<file path="config.mk">
export PLATFORM = sky130hd
export DESIGN_NAME = write_sender
export DESIGN_NICKNAME = d
export VERILOG_FILES = /design/src/hdl/glm_pkg.sv /design/src/hdl/write_sender.sv
export VERILOG_INCLUDE_DIRS = /design/src /design/src/hdl
export SDC_FILE = /design/constraint.sdc
export NUM_CORES = 1
export LEC_CHECK = 0
export BUFFER_PORTS_ARGS = -buffer_cell sky130_fd_sc_hd__buf_2
export CAP_MARGIN = 20
export CORE_AREA = 4 4 427 429
export CTS_CLUSTER_DIAMETER = 80
export DETAILED_ROUTE_END_ITERATION = 10
export DIE_AREA = 0 0 431 433
export PLACE_DENSITY = 0.3
export SLEW_MARGIN = 15
export SYNTH_ARGS = -nofsm -noshare
export SYNTH_HDL_FRONTEND = slang
export SYNTH_SLANG_ARGS = --single-unit
</file>
<file path="constraint.sdc">
create_clock -name clk -period 19.3 [get_ports clk]
set_input_delay 0.965 -clock clk [delete_from_list [all_inputs] [get_ports clk]]
set_output_delay 0.965 -clock clk [all_outputs]
set_load 0.02 [all_outputs]
</file>
<file path="src/hdl/glm_defines.svh">
`ifndef GLM_DEFINES_SVH
`define GLM_DEFINES_SVH

// Width of one model line and of one host cache line
`define GLM_LINE_BITS 512

// Host line address and line count widths
`define GLM_ADDR_BITS 42
`define GLM_LEN_BITS 16

// On-chip model memory geometry
`define GLM_MODEL_DEPTH 64
`define GLM_MODEL_IDX_BITS 6

// FIFO size and the fill level where almost-full rises
`define GLM_FIFO_DEPTH 8
`define GLM_FIFO_AFULL 5

`endif

</file>
<file path="src/hdl/glm_pkg.sv">
`default_nettype none

`include "glm_defines.svh"

package glm_pkg;

    typedef logic [`GLM_LINE_BITS-1:0] line_t;
    typedef logic [`GLM_ADDR_BITS-1:0] addr_t;
    typedef logic [`GLM_LEN_BITS-1:0] len_t;
    typedef logic [`GLM_MODEL_IDX_BITS-1:0] model_idx_t;

    // Bit 31 of offset picks in_addr when set, out_addr when clear
    typedef struct packed
    {
        addr_t in_addr;
        addr_t out_addr;
        logic [31:0] offset;
        len_t length;
        model_idx_t model_start;
    } store_cmd_t;

    typedef struct packed
    {
        addr_t addr;
        line_t data;
    } wr_req_t;

    // Run description handed from the controller to the reader
    typedef struct packed
    {
        model_idx_t model_start;
        len_t length;
    } run_cfg_t;

endpackage

`default_nettype wire

</file>
<file path="src/hdl/write_sender.sv">
`timescale 1ns/10ps
`default_nettype none

`include "glm_defines.svh"

module write_sender
    import glm_pkg::*;
(
    input  logic clk,
    input  logic reset,

    input  logic sender_go,
    input  addr_t base_addr,

    // Line FIFO side
    input  logic line_empty,
    input  line_t line_data,
    output logic line_pop,

    // Request FIFO side
    input  logic req_alm_full,
    output logic req_push,
    output wr_req_t req
);

    len_t seq;

    // Move a line whenever one is waiting and the request FIFO has room
    assign line_pop = !line_empty && !req_alm_full;

    always_ff @(posedge clk)
    begin
        if (reset)
        begin
            seq <= '0;
            req_push <= 1'b0;
        end
        else
        begin
            req_push <= line_pop;
            if (sender_go)
            begin
                seq <= '0;
            end
            else if (line_pop)
            begin
                seq <= seq + 1'b1;
            end
        end
    end

    // Request i goes to base plus i
    always_ff @(posedge clk)
    begin
        if (line_pop)
        begin
            req.addr <= base_addr + {{(`GLM_ADDR_BITS-`GLM_LEN_BITS){1'b0}}, seq};
            req.data <= line_data;
        end
    end

endmodule

`default_nettype wire

</file>
---- Yosys cells after proc, flatten, opt, wreduce, memory -nomap -nowiden ----
Index checks and enable logic that the tools add are counted.
Widths: inputs -> output; s select.
storage, ports and cells
  bits in latches ......................... 0
  word-level logic and storage cells ...... 10
  RAM bits ................................ 0
  register bits after elaboration ......... 571
  memories kept ........................... 0
  output and inout bits ................... 556
  memory bits (read-only) ................. 0
operators by class
  add/subtract/negate cells ............... 2
  shift operators ......................... 0
  magnitude comparators ................... 0
  bitwise operators ....................... 0
  equality and inequality tests ........... 0
  multiplexer cells ....................... 0
  div/mod/pow operators ................... 0
  multiply operators ...................... 0
  reduce and logical (&&, ||, !) cells .... 4
operators by type and width
  operator               number
  $add 42x16->42         1
  $add 16x1->16 const B  1
  $logic_not 1->1        2
  $reduce_or 2->1        1
  $logic_and 1x1->1      1

---- Depth between registers and ports, before layout ----
Gate-level depths: netlist of the first run.
  depth after elaboration ................. 2
  mapped depth ............................ 10

---- Least setup slack after synthesis of the first run ----
OpenSTA, ideal clock, no wires.
  path type ............................... input -> register
  start ................................... input line_empty
  end ..................................... register seq[10]
  cell stages on the path ................. 4
  required time ........................... 19.230 ns
  setup time .............................. 0.070 ns
  arrival time ............................ 18.467 ns
  setup slack ............................. 0.763 ns
  cell sequence ........................... nor2_2 -> nand4_1 -> or3_1 -> a21oi_1
between the ends
  word-level cells in the longest chain between the ends .. 2
RTL lines
  item                  RTL line            source
  start, declared       write_sender.sv:16  input logic line_empty,
  $logic_not 1->1       write_sender.sv:29  assign line_pop = !line_empty && !req_alm_full;
  $logic_and 1x1->1     write_sender.sv:29
  end signal, assigned  write_sender.sv:47  seq <= seq + 1'b1;
  end, declared         write_sender.sv:26  len_t seq;
No other way between the ends.
A chain may end at the register's enable or synchronous reset.

---- Final worst setup path of the first run ----
  start ................................... input req_alm_full
  end ..................................... register req[250] (netlist bit), enable pin
between the ends
  word-level cells in the longest chain between the ends .. 2
RTL lines
  item               RTL line            source
  start, declared    write_sender.sv:21  input logic req_alm_full,
  $logic_not 1->1    write_sender.sv:29
  $logic_and 1x1->1  write_sender.sv:29
  end, declared      write_sender.sv:23  output wr_req_t req
No other way between the ends.

==> results of run 1 <==
[synthesized netlist by cell type, types with 3 or more instances]
cell	count
and4_1	3
nor2_1	20
xor2_1	36
xnor2_1	13
nand2_1	31
ha_1	17
or3_1	5
nand3_1	13
and3_1	16
inv_1	5
a21o_1	8
buf_4	3
o21ai_0	5
a2111oi_2	4
edfxtp_1	554
a211oi_2	8
a21oi_1	15
nand4_1	8
nor2_2	4
dfxtp_1	17
nor3_1	5
o21ai_1	4
[sequential cells by signal (all words and copies together) (netlist names)]
name,cells
seq,16
req,554
req_push,1
[worst max-delay path by stage]
| stage | startpoint | end | slack (ns) |
|---|---|---|---|
| detailed placement | req_alm_full | req[250]$_DFFE_PP_ | 13.73 |
| finish | req_alm_full | req[250]$_DFFE_PP_ | 14.54 |
| CTS | req_alm_full | req[479]$_DFFE_PP_ | 14.50 |
| global placement | req_alm_full | req[479]$_DFFE_PP_ | 13.68 |
| floorplan | line_empty | seq[10]$_SDFFE_PP0P_ | 0.76 |
| global route | req_alm_full | req[484]$_DFFE_PP_ | 14.30 |
[report_power, final]
group	total, mW	switching, mW	internal (mW)
logic	0.314	0.219	0.0951
clock network	1.47	0.612	0.856
registers	1.50	0.0450	1.45
total	3.28	0.876	2.40
[critical path: stages]
cell	delay, ns
buf_2	0.13
nor2_4	0.76
buf_4	0.70
buf_12	0.59
buf_4	0.69
buf_4	0.89
[layout make-up]
| cell class | count | share of cell area |
|---|---|---|
| well taps | 2355 | 0.0979 |
| clock inverters | 50 | 0.0166 |
| flip-flops and latches | 571 | 0.564 |
| inverters | 6 | 0.000748 |
| multi-input cells | 248 | 0.0617 |
| clock buffers | 98 | 0.0701 |
| repair buffers | 1126 | 0.189 |
| diodes | 5 | 0.000416 |
[kinds of logic after synthesis]
family | Yosys count | synth area share
AOI/OAI and AO/OA | 66 | 0.0309
DFF | 571 | 0.898
xor gates and xnor gates | 50 | 0.0236
buffers and inverters | 14 | 0.00384
and+or+nand+nor | 114 | 0.0312
adders and majority gates | 18 | 0.0123
[per-layer routing]
| layer | part of all wire | GRT usage | vias up |
|---|---|---|---|
| li1 | - | - | 5745 |
| met1 | 0.41 | 0.153 | 6738 |
| met2 | 0.49 | 0.205 | 752 |
| met3 | 0.074 | 0.0366 | 254 |
| met4 | 0.026 | 0.0267 | 4 |
| met5 | 0.00018 | 0 | - |
==> flow_metrics.env, run 1 <==
export IMPL_final_hold_viol_count=0
export IMPL_r2r_end="req[550]$_DFFE_PP_"
export IMPL_io_buffers=1114
export IMPL_synth_top_cell_by_area="edfxtp_1"
export IMPL_tightest_slew_ns=1.05
export IMPL_vias_per_cell=3.03
export IMPL_syn2layout_area_growth_pct=59.3
export IMPL_cts_tree="built"
export IMPL_avgSynthCellArea_sq_um=22.7
export IMPL_rsz0062_at_grt="false"
export IMPL_r2r_start="seq[0]$_SDFFE_PP0P_"
export IMPL_yosysSeqAreaShare=0.898
export IMPL_final_setup_viol_count=0
export IMPL_drc=0
export IMPL_placed_cells=4306
export IMPL_fmax_mhz=210
export IMPL_hold_start="line_data[493]"
export IMPL_coreArea_sq_um=178000
export IMPL_synth_area_leaders="edfxtp_1 88%, dfxtp_1 1.8%, xor2_1 1.7%"
export IMPL_cp_max_fo=147
export IMPL_finish_net_count=2611
export IMPL_syn_nets=1410
export IMPL_min_to="req[493]$_DFFE_PP_"
export IMPL_ys_ff_latch=571
export IMPL_multiInputGateArea_sq_um=1860
export IMPL_cp_required_ns=19.59
export IMPL_r2r_cells=11
export IMPL_synthArstFlopShare=0
export IMPL_ys_warn_count=0
export IMPL_synth_edf_count=554
export IMPL_timing_hold_ws_ns=0.449
export IMPL_min_period_ns=4.76
export IMPL_clock_latency_ns=0.67
export IMPL_layout_common_cells="1114 x buf_2, 554 x edfxtp_1, 82 x clkbuf_16, 36 x xor2_1, 31 x nand2_1"
export IMPL_synth_main_ff_cell="edfxtp_1"
export IMPL_grt_pass1_wl_mm=147
export IMPL_ctsRootBufferMaster="clkbuf_16"
export IMPL_finalPower_mw=3.28
export IMPL_design_area_sq_um=30100
export IMPL_drive_above_1_share=0.607
export IMPL_synth_cells=833
export IMPL_yosysTopAreaCellShare=0.880
export IMPL_post_cts_setup_buffers=0
export IMPL_cts_buffers=81
export IMPL_powerDensity_nw_per_um2=109
export IMPL_slew_violations=0
export IMPL_final_util=0.169
export IMPL_place_ws_ns=13.73
export IMPL_totalWireLength_mm=119
export IMPL_setup_ws_ns=14.54
export IMPL_design_die_area_sq_um=187000
export IMPL_wl_per_cell_um=26.8
export IMPL_start_util=0.106
export IMPL_first_pass_iters=5
export IMPL_ios=1115
export IMPL_syn_cell_area_sq_um=18900
export IMPL_max_slew_margin=0.297
export IMPL_antenna_found_initial=105
export IMPL_post_route_period_util=0.246
export IMPL_place_gp_congestion=0.844
export IMPL_crit_arrival_ns=5.05
export IMPL_die_h_um=433
export IMPL_track_usage=0.121
export IMPL_critPathKind="in2reg"
export IMPL_place_area_sq_um=27500
export IMPL_startpoint_type="input port"
export IMPL_antenna_left=0
export IMPL_layout_commonest_cell="buf_2"
export IMPL_cp_end_kind="flop"
export IMPL_maxCapViolations=0
export IMPL_gr_total_overflow=0
export IMPL_die_w_um=431
export IMPL_hpwl_mm=101
export IMPL_num_rows=155
export IMPL_grt_start_max_net_pins=148
export IMPL_max_vdd_ir_drop_mv=0.0620
export IMPL_rrSetupSlack_ns=16.31
export IMPL_cts_resized=0
export IMPL_worst_clock_skew_ns=0.0291
export IMPL_cts_sinks=571
export IMPL_nFillCells=19700
export IMPL_path_clk_slew_ns=0.06
export IMPL_final_seq_area_sq_um=17000
export IMPL_holdCritPathClass="in2reg"
export IMPL_final_setup_tns_ns=0
export IMPL_grt_pass1_vias=13700
export IMPL_clock_path_buffers=3
export IMPL_route_vias_total=13500
export IMPL_fin_cells=4459
export IMPL_htreeDepth=3
export IMPL_status="complete, no violations"
export IMPL_min_path_cells=1
export IMPL_drtIter0Drc=958
export IMPL_leakage_nw=11.9
export IMPL_holdBufCountCts=0
export IMPL_synth_cell_type_count=54
Note: power is estimated with default switching activity, not from simulation.
==> inputs of run 2 (changes only) <==
--- a/config.mk
+++ b/config.mk
@@ -8,10 +8,10 @@
 export LEC_CHECK = 0
 export BUFFER_PORTS_ARGS = -buffer_cell sky130_fd_sc_hd__buf_2
 export CAP_MARGIN = 20
-export CORE_AREA = 4 4 427 429
+export CORE_AREA = 4 4 432 434
 export CTS_CLUSTER_DIAMETER = 80
 export DETAILED_ROUTE_END_ITERATION = 10
-export DIE_AREA = 0 0 431 433
+export DIE_AREA = 0 0 436 438
 export PLACE_DENSITY = 0.3
 export SLEW_MARGIN = 15
 export SYNTH_ARGS = -nofsm -noshare
==> constraint.sdc (replaced) <==
create_clock -name clk -period 4.78 [get_ports clk]
set_input_delay 0.239 -clock clk [delete_from_list [all_inputs] [get_ports clk]]
set_output_delay 0.239 -clock clk [all_outputs]
set_load 0.02 [all_outputs]
==> flow_metrics.env, run 2 (synthesized netlist as in run 1, its figures left out) <==
export IMPL_status="complete, no violations"
export IMPL_ios=1115
export IMPL_htreeDepth=3
export IMPL_die_h_um=438
export IMPL_path_clk_slew_ns=0.05
export IMPL_start_util=0.103
export IMPL_finish_net_count=3164
export IMPL_grt_pass1_wl_mm=151
export IMPL_r2r_cells=8
export IMPL_rrSetupSlack_ns=1.42
export IMPL_clock_latency_ns=0.67
export IMPL_cp_end_kind="flop"
export IMPL_vias_per_cell=3.05
export IMPL_cts_sinks=571
export IMPL_largest_reg_flops=554
export IMPL_critPathKind="reg2reg"
export IMPL_ctsRootBufferMaster="clkbuf_16"
export IMPL_antenna_left=0
export IMPL_reg_top3="req: 554 flops, seq: 16 flops, req_push: 1 flops"
export IMPL_gr_total_overflow=0
export IMPL_syn2layout_area_growth_pct=89.4
export IMPL_holdCritPathClass="in2reg"
export IMPL_cp_required_ns=5.20
export IMPL_holdBufCountCts=551
export IMPL_clock_power_share=0.442
export IMPL_antenna_found_initial=65
export IMPL_r2r_end="req[549]$_DFFE_PP_"
export IMPL_design_die_area_sq_um=191000
export IMPL_place_gp_congestion=0.835
export IMPL_r2r_start="seq[6]$_SDFFE_PP0P_"
export IMPL_post_cts_setup_buffers=0
export IMPL_cts_buffers=83
export IMPL_p_comb_frac=0.122
export IMPL_final_hold_viol_count=0
export IMPL_grt_pass1_vias=16600
export IMPL_fin_cells=5054
export IMPL_totalWireLength_mm=117
export IMPL_io_buffers=1114
export IMPL_startpoint_type="flop"
export IMPL_powerDensity_nw_per_um2=386
export IMPL_drc=0
export IMPL_coreArea_sq_um=183000
export IMPL_drtIter0Drc=924
export IMPL_multiInputGateArea_sq_um=1860
export IMPL_design_area_sq_um=35800
export IMPL_crit_arrival_ns=3.78
export IMPL_cts_resized=0
export IMPL_intPower_mw=10.2
export IMPL_hpwl_mm=96.6
export IMPL_top_register="req"
export IMPL_grt_start_max_net_pins=153
export IMPL_swShare=0.262
export IMPL_max_vdd_ir_drop_mv=0.217
export IMPL_worst_clock_skew_ns=0.0202
export IMPL_tightest_slew_ns=1.09
export IMPL_leakage_nw=14.2
export IMPL_p_seq_frac=0.435
export IMPL_timing_hold_ws_ns=0.127
export IMPL_layout_common_cells="1114 x buf_2, 554 x edfxtp_1, 551 x dlygate4sd3_1, 85 x clkbuf_16, 36 x xor2_1"
export IMPL_place_area_sq_um=27600
export IMPL_final_setup_viol_count=0
export IMPL_final_util=0.196
export IMPL_maxCapViolations=0
export IMPL_track_usage=0.117
export IMPL_wl_per_cell_um=23.2
export IMPL_min_period_ns=3.36
export IMPL_drive_above_1_share=0.480
export IMPL_min_path_cells=3
export IMPL_first_pass_iters=4
export IMPL_num_rows=157
export IMPL_die_w_um=436
export IMPL_fmax_mhz=298
export IMPL_layout_commonest_cell="buf_2"
export IMPL_cts_tree="built"
export IMPL_rsz0062_at_grt="false"
export IMPL_route_vias_total=15400
export IMPL_min_to="req[515]$_DFFE_PP_"
export IMPL_final_seq_area_sq_um=17000
export IMPL_post_route_period_util=0.703
export IMPL_cp_max_fo=6
export IMPL_hold_start="base_addr[3]"
export IMPL_nFillCells=19900
export IMPL_power_switching_mw=3.63
export IMPL_placed_cells=4336
export IMPL_max_slew_margin=0.272
export IMPL_clock_path_buffers=3
export IMPL_slew_violations=0
run 2: cell count changes in the layout (fill, tap and decap cells not counted), sizes merged:
cell / previous run / this run
diode: 5 / 16
clkinvlp: 7 / 4
dlygate4sd3: 0 / 551
bufinv: 5 / 7
clkbuf: 98 / 99
clkinv: 33 / 34
inv: 11 / 13
run 2: final cells by class:
cell class / instances / share of cell area
clock inverter: 52 / 0.0139
inverter: 6 / 0.000629
antenna: 16 / 0.00112
tap: 2385 / 0.0834
multi-input combinational: 248 / 0.0520
timing repair buffer: 1677 / 0.314
clock buffer: 99 / 0.0609
sequential: 571 / 0.474
run 2: power by group through the flow:
| stage | clock, mW | sequential [mW] | combinational [mW] |
|---|---|---|---|
| 2_1_floorplan | 0 | 6.52 | 0.104 |
| 3_3_place_gp | 0 | 6.12 | 1.33 |
| 3_5_place_dp | 0 | 6.11 | 1.33 |
| 4_1_cts | 6.37 | 6.02 | 1.75 |
| 5_1_grt | 6.58 | 6.04 | 1.79 |
| 6_report | 6.11 | 6.02 | 1.69 |
run 2: worst max path at each step:
stage | slack, ns | startpoint | end | depth (start not counted)
6_report | 1.42 | seq[6]$_SDFFE_PP0P_ | req[549]$_DFFE_PP_ | 8
5_1_grt | 1.28 | seq[0]$_SDFFE_PP0P_ | req[532]$_DFFE_PP_ | 9
4_1_cts | 1.37 | seq[1]$_SDFFE_PP0P_ | req[547]$_DFFE_PP_ | 8
3_5_place_dp | 1.37 | seq[0]$_SDFFE_PP0P_ | req[548]$_DFFE_PP_ | 9
3_3_place_gp | 1.36 | seq[0]$_SDFFE_PP0P_ | req[550]$_DFFE_PP_ | 9
2_1_floorplan | -5.63 | line_empty | seq[13]$_SDFFE_PP0P_ | 6
run 2: layer usage:
metal  vias up  wire [um]  GRT usage
met5         -         53          0
met4         8       4000     0.0491
met3       160       8700     0.0336
met2       716      59700      0.204
met1      7683      44600      0.134
li1       6864          -          -
run 2: through the flow:
step	setup slack, ns	setup TNS, ns	power, mW
final	1.42	0	13.8
after global routing	1.28	0	14.4
after CTS	1.37	0	14.1
after detailed placement	1.37	0	7.44
after global placement	1.36	0	7.45
after floorplan	-5.63	-2417.34	6.62
run 2: worst max-delay path, stage by stage (launching register included):
cell and delay [ns]:
dfxtp_1 0.39, ha_1 0.42, o211ai_1 0.11, nor2_1 0.47, a32oi_2 0.33, a311oi_4 0.51
nand4_1 0.17, xnor2_1 0.15, dlygate4sd3_1 0.56
==> inputs of run 3 (changes only) <==
--- a/config.mk
+++ b/config.mk
@@ -8,10 +8,10 @@
 export LEC_CHECK = 0
 export BUFFER_PORTS_ARGS = -buffer_cell sky130_fd_sc_hd__buf_2
 export CAP_MARGIN = 20
-export CORE_AREA = 4 4 432 434
+export CORE_AREA = 4 4 427 429
 export CTS_CLUSTER_DIAMETER = 80
 export DETAILED_ROUTE_END_ITERATION = 10
-export DIE_AREA = 0 0 436 438
+export DIE_AREA = 0 0 431 433
 export PLACE_DENSITY = 0.3
 export SLEW_MARGIN = 15
 export SYNTH_ARGS = -nofsm -noshare
==> constraint.sdc (replaced) <==
create_clock -name clk -period 2.8 [get_ports clk]
set_input_delay 0.14 -clock clk [delete_from_list [all_inputs] [get_ports clk]]
set_output_delay 0.14 -clock clk [all_outputs]
set_load 0.02 [all_outputs]
==> flow_metrics.env, run 3 (synthesized netlist as in run 1, its figures left out) <==
export IMPL_layout_common_cells="1114 x buf_2, 561 x dlygate4sd3_1, 554 x edfxtp_1, 88 x clkbuf_16, 36 x xor2_1"
export IMPL_drtIter0Drc=996
export IMPL_rsz0062_at_grt="false"
export IMPL_cp_max_fo=14
export IMPL_coreArea_sq_um=178000
export IMPL_min_period_ns=2.62
export IMPL_gr_total_overflow=0
export IMPL_post_cts_setup_buffers=0
export IMPL_ctsRootBufferMaster="clkbuf_16"
export IMPL_timing_hold_ws_ns=0.156
export IMPL_vias_per_cell=3.14
export IMPL_max_vdd_ir_drop_mv=0.464
export IMPL_drive_above_1_share=0.483
export IMPL_largest_reg_flops=554
export IMPL_htreeDepth=3
export IMPL_grt_start_max_net_pins=90
export IMPL_startpoint_type="flop"
export IMPL_cts_tree="built"
export IMPL_totalWireLength_mm=127
export IMPL_drc=0
export IMPL_tightest_slew_ns=0.629
export IMPL_slew_violations=0
export IMPL_wl_per_cell_um=25.2
export IMPL_setup_ws_ns=0.183
export IMPL_maxCapViolations=0
export IMPL_critPathKind="reg2reg"
export IMPL_nFillCells=19400
export IMPL_cp_end_kind="flop"
export IMPL_leakage_nw=14.4
export IMPL_path_clk_slew_ns=0.06
export IMPL_worst_clock_skew_ns=0.0377
export IMPL_first_pass_iters=5
export IMPL_cp_cell_sequence="ha_1 -> inv_1 -> fa_1 -> and2b_1 -> o2111ai_2 -> a21oi_4 -> o211ai_2 -> buf_12 -> a2111oi_2 -> xor2_1"
export IMPL_placed_cells=4316
export IMPL_cts_buffers=87
export IMPL_place_ws_ns=0.0341
export IMPL_clock_path_buffers=3
export IMPL_grt_pass1_vias=16500
export IMPL_holdCritPathClass="in2reg"
export IMPL_start_util=0.106
export IMPL_antenna_left=0
export IMPL_post_route_period_util=0.934
export IMPL_final_setup_viol_count=0
export IMPL_io_buffers=1114
export IMPL_ios=1115
export IMPL_top_register="req"
export IMPL_cts_sinks=571
export IMPL_crit_arrival_ns=3.03
export IMPL_max_slew_margin=0.581
export IMPL_fin_cells=5048
export IMPL_place_gp_congestion=0.865
export IMPL_clock_latency_ns=0.69
export IMPL_finalPower_mw=24.2
export IMPL_reg_top3="req: 554 flops, seq: 16 flops, req_push: 1 flops"
export IMPL_max_stage_delay_ns=0.38
export IMPL_hpwl_mm=106
export IMPL_die_h_um=433
export IMPL_powerDensity_nw_per_um2=668
export IMPL_cpMaxStageDelayCell="fa_1"
export IMPL_antenna_found_initial=100
export IMPL_num_rows=155
export IMPL_syn2layout_area_growth_pct=91.4
export IMPL_route_vias_total=15900
export IMPL_layout_commonest_cell="buf_2"
export IMPL_fmax_mhz=382
export IMPL_final_hold_viol_count=0
export IMPL_grt_pass1_wl_mm=160
export IMPL_die_w_um=431
export IMPL_cp_required_ns=3.22
export IMPL_track_usage=0.130
export IMPL_design_die_area_sq_um=187000
export IMPL_finish_net_count=3188
export IMPL_status="complete, no violations"
-- run 3: cell count changes in the layout (fill, tap and decap cells not counted), sizes merged --
| cell | delta |
|---|---|
| clkinvlp | +4 |
| clkinv | +4 |
| bufinv | -1 |
| clkbuf | +3 |
| buf | +10 |
| diode | -7 |
| inv | +1 |
| dlygate4sd3 | +10 |
-- run 3: area by class of cell --
cell class | instances | area (sq um) | share of cell area
flip-flops and latches | 571 | 17000 | 0.469
well taps | 2355 | 2950 | 0.0814
inverters | 6 | 22.5 | 0.000622
repair buffers | 1697 | 11500 | 0.317
diodes | 9 | 22.5 | 0.000622
clock inverters | 60 | 591 | 0.0163
clock buffers | 102 | 2250 | 0.0623
multi-input cells | 248 | 1900 | 0.0526
-- run 3: path summary, 6_finish.rpt --
check	from	slack (ns)	depth (start not counted)	to
worst max register to register	seq[0]$_SDFFE_PP0P_	0.18	10	req[550]$_DFFE_PP_
worst min-delay path	line_data[380]	0.16	2	req[380]$_DFFE_PP_
worst min register to register	seq[10]$_SDFFE_PP0P_	0.51	2	seq[10]$_SDFFE_PP0P_
worst max-delay path	seq[0]$_SDFFE_PP0P_	0.18	10	req[550]$_DFFE_PP_
-- run 3: where the power goes --
group / leakage [nW] / switching [mW] / internal [mW]
Sequential: 5.34 / 0.305 / 10.0
Combinational: 7.71 / 1.76 / 1.19
Clock: 1.36 / 4.51 / 6.39
-- run 3: worst max-delay path, delay by kind of cell (launching register included) --
| family | cells | cell delay (ns) |
|---|---|---|
| AO/OA/AOI/OAI | 4 | 0.84 |
| adder cells (fa/ha/maj) | 2 | 0.56 |
| flip-flops | 1 | 0.33 |
| AND/OR/NAND/NOR | 1 | 0.25 |
| buffers and inverters | 2 | 0.24 |
| XOR/XNOR | 1 | 0.12 |
-- run 3: layer usage --
metal,up-vias,share of wire,GRT usage
li1,6915,-,-
met1,7893,0.41,0.164
met2,830,0.47,0.214
met3,224,0.087,0.0411
met4,6,0.025,0.0337
met5,-,0.00029,0
-- run 3: what timing repair did --
| action | 4_1_cts | 5_1_grt |
|---|---|---|
| endpoints found under the setup margin | 0 | 5 |
| hold endpoints to repair | 585 | 0 |
| hold buffers | 561 | 0 |
| resized for setup | 0 | 4 |
-- run 3: stage by stage --
step	util	area [sq um]	setup TNS, ns
6_report	0.203	36200	0
5_1_grt	0.203	36200	0
4_1_cts	0.203	36100	0
3_5_place_dp	0.155	27700	0
3_3_place_gp	0.155	27700	0
2_1_floorplan	-	18900	-3491.29
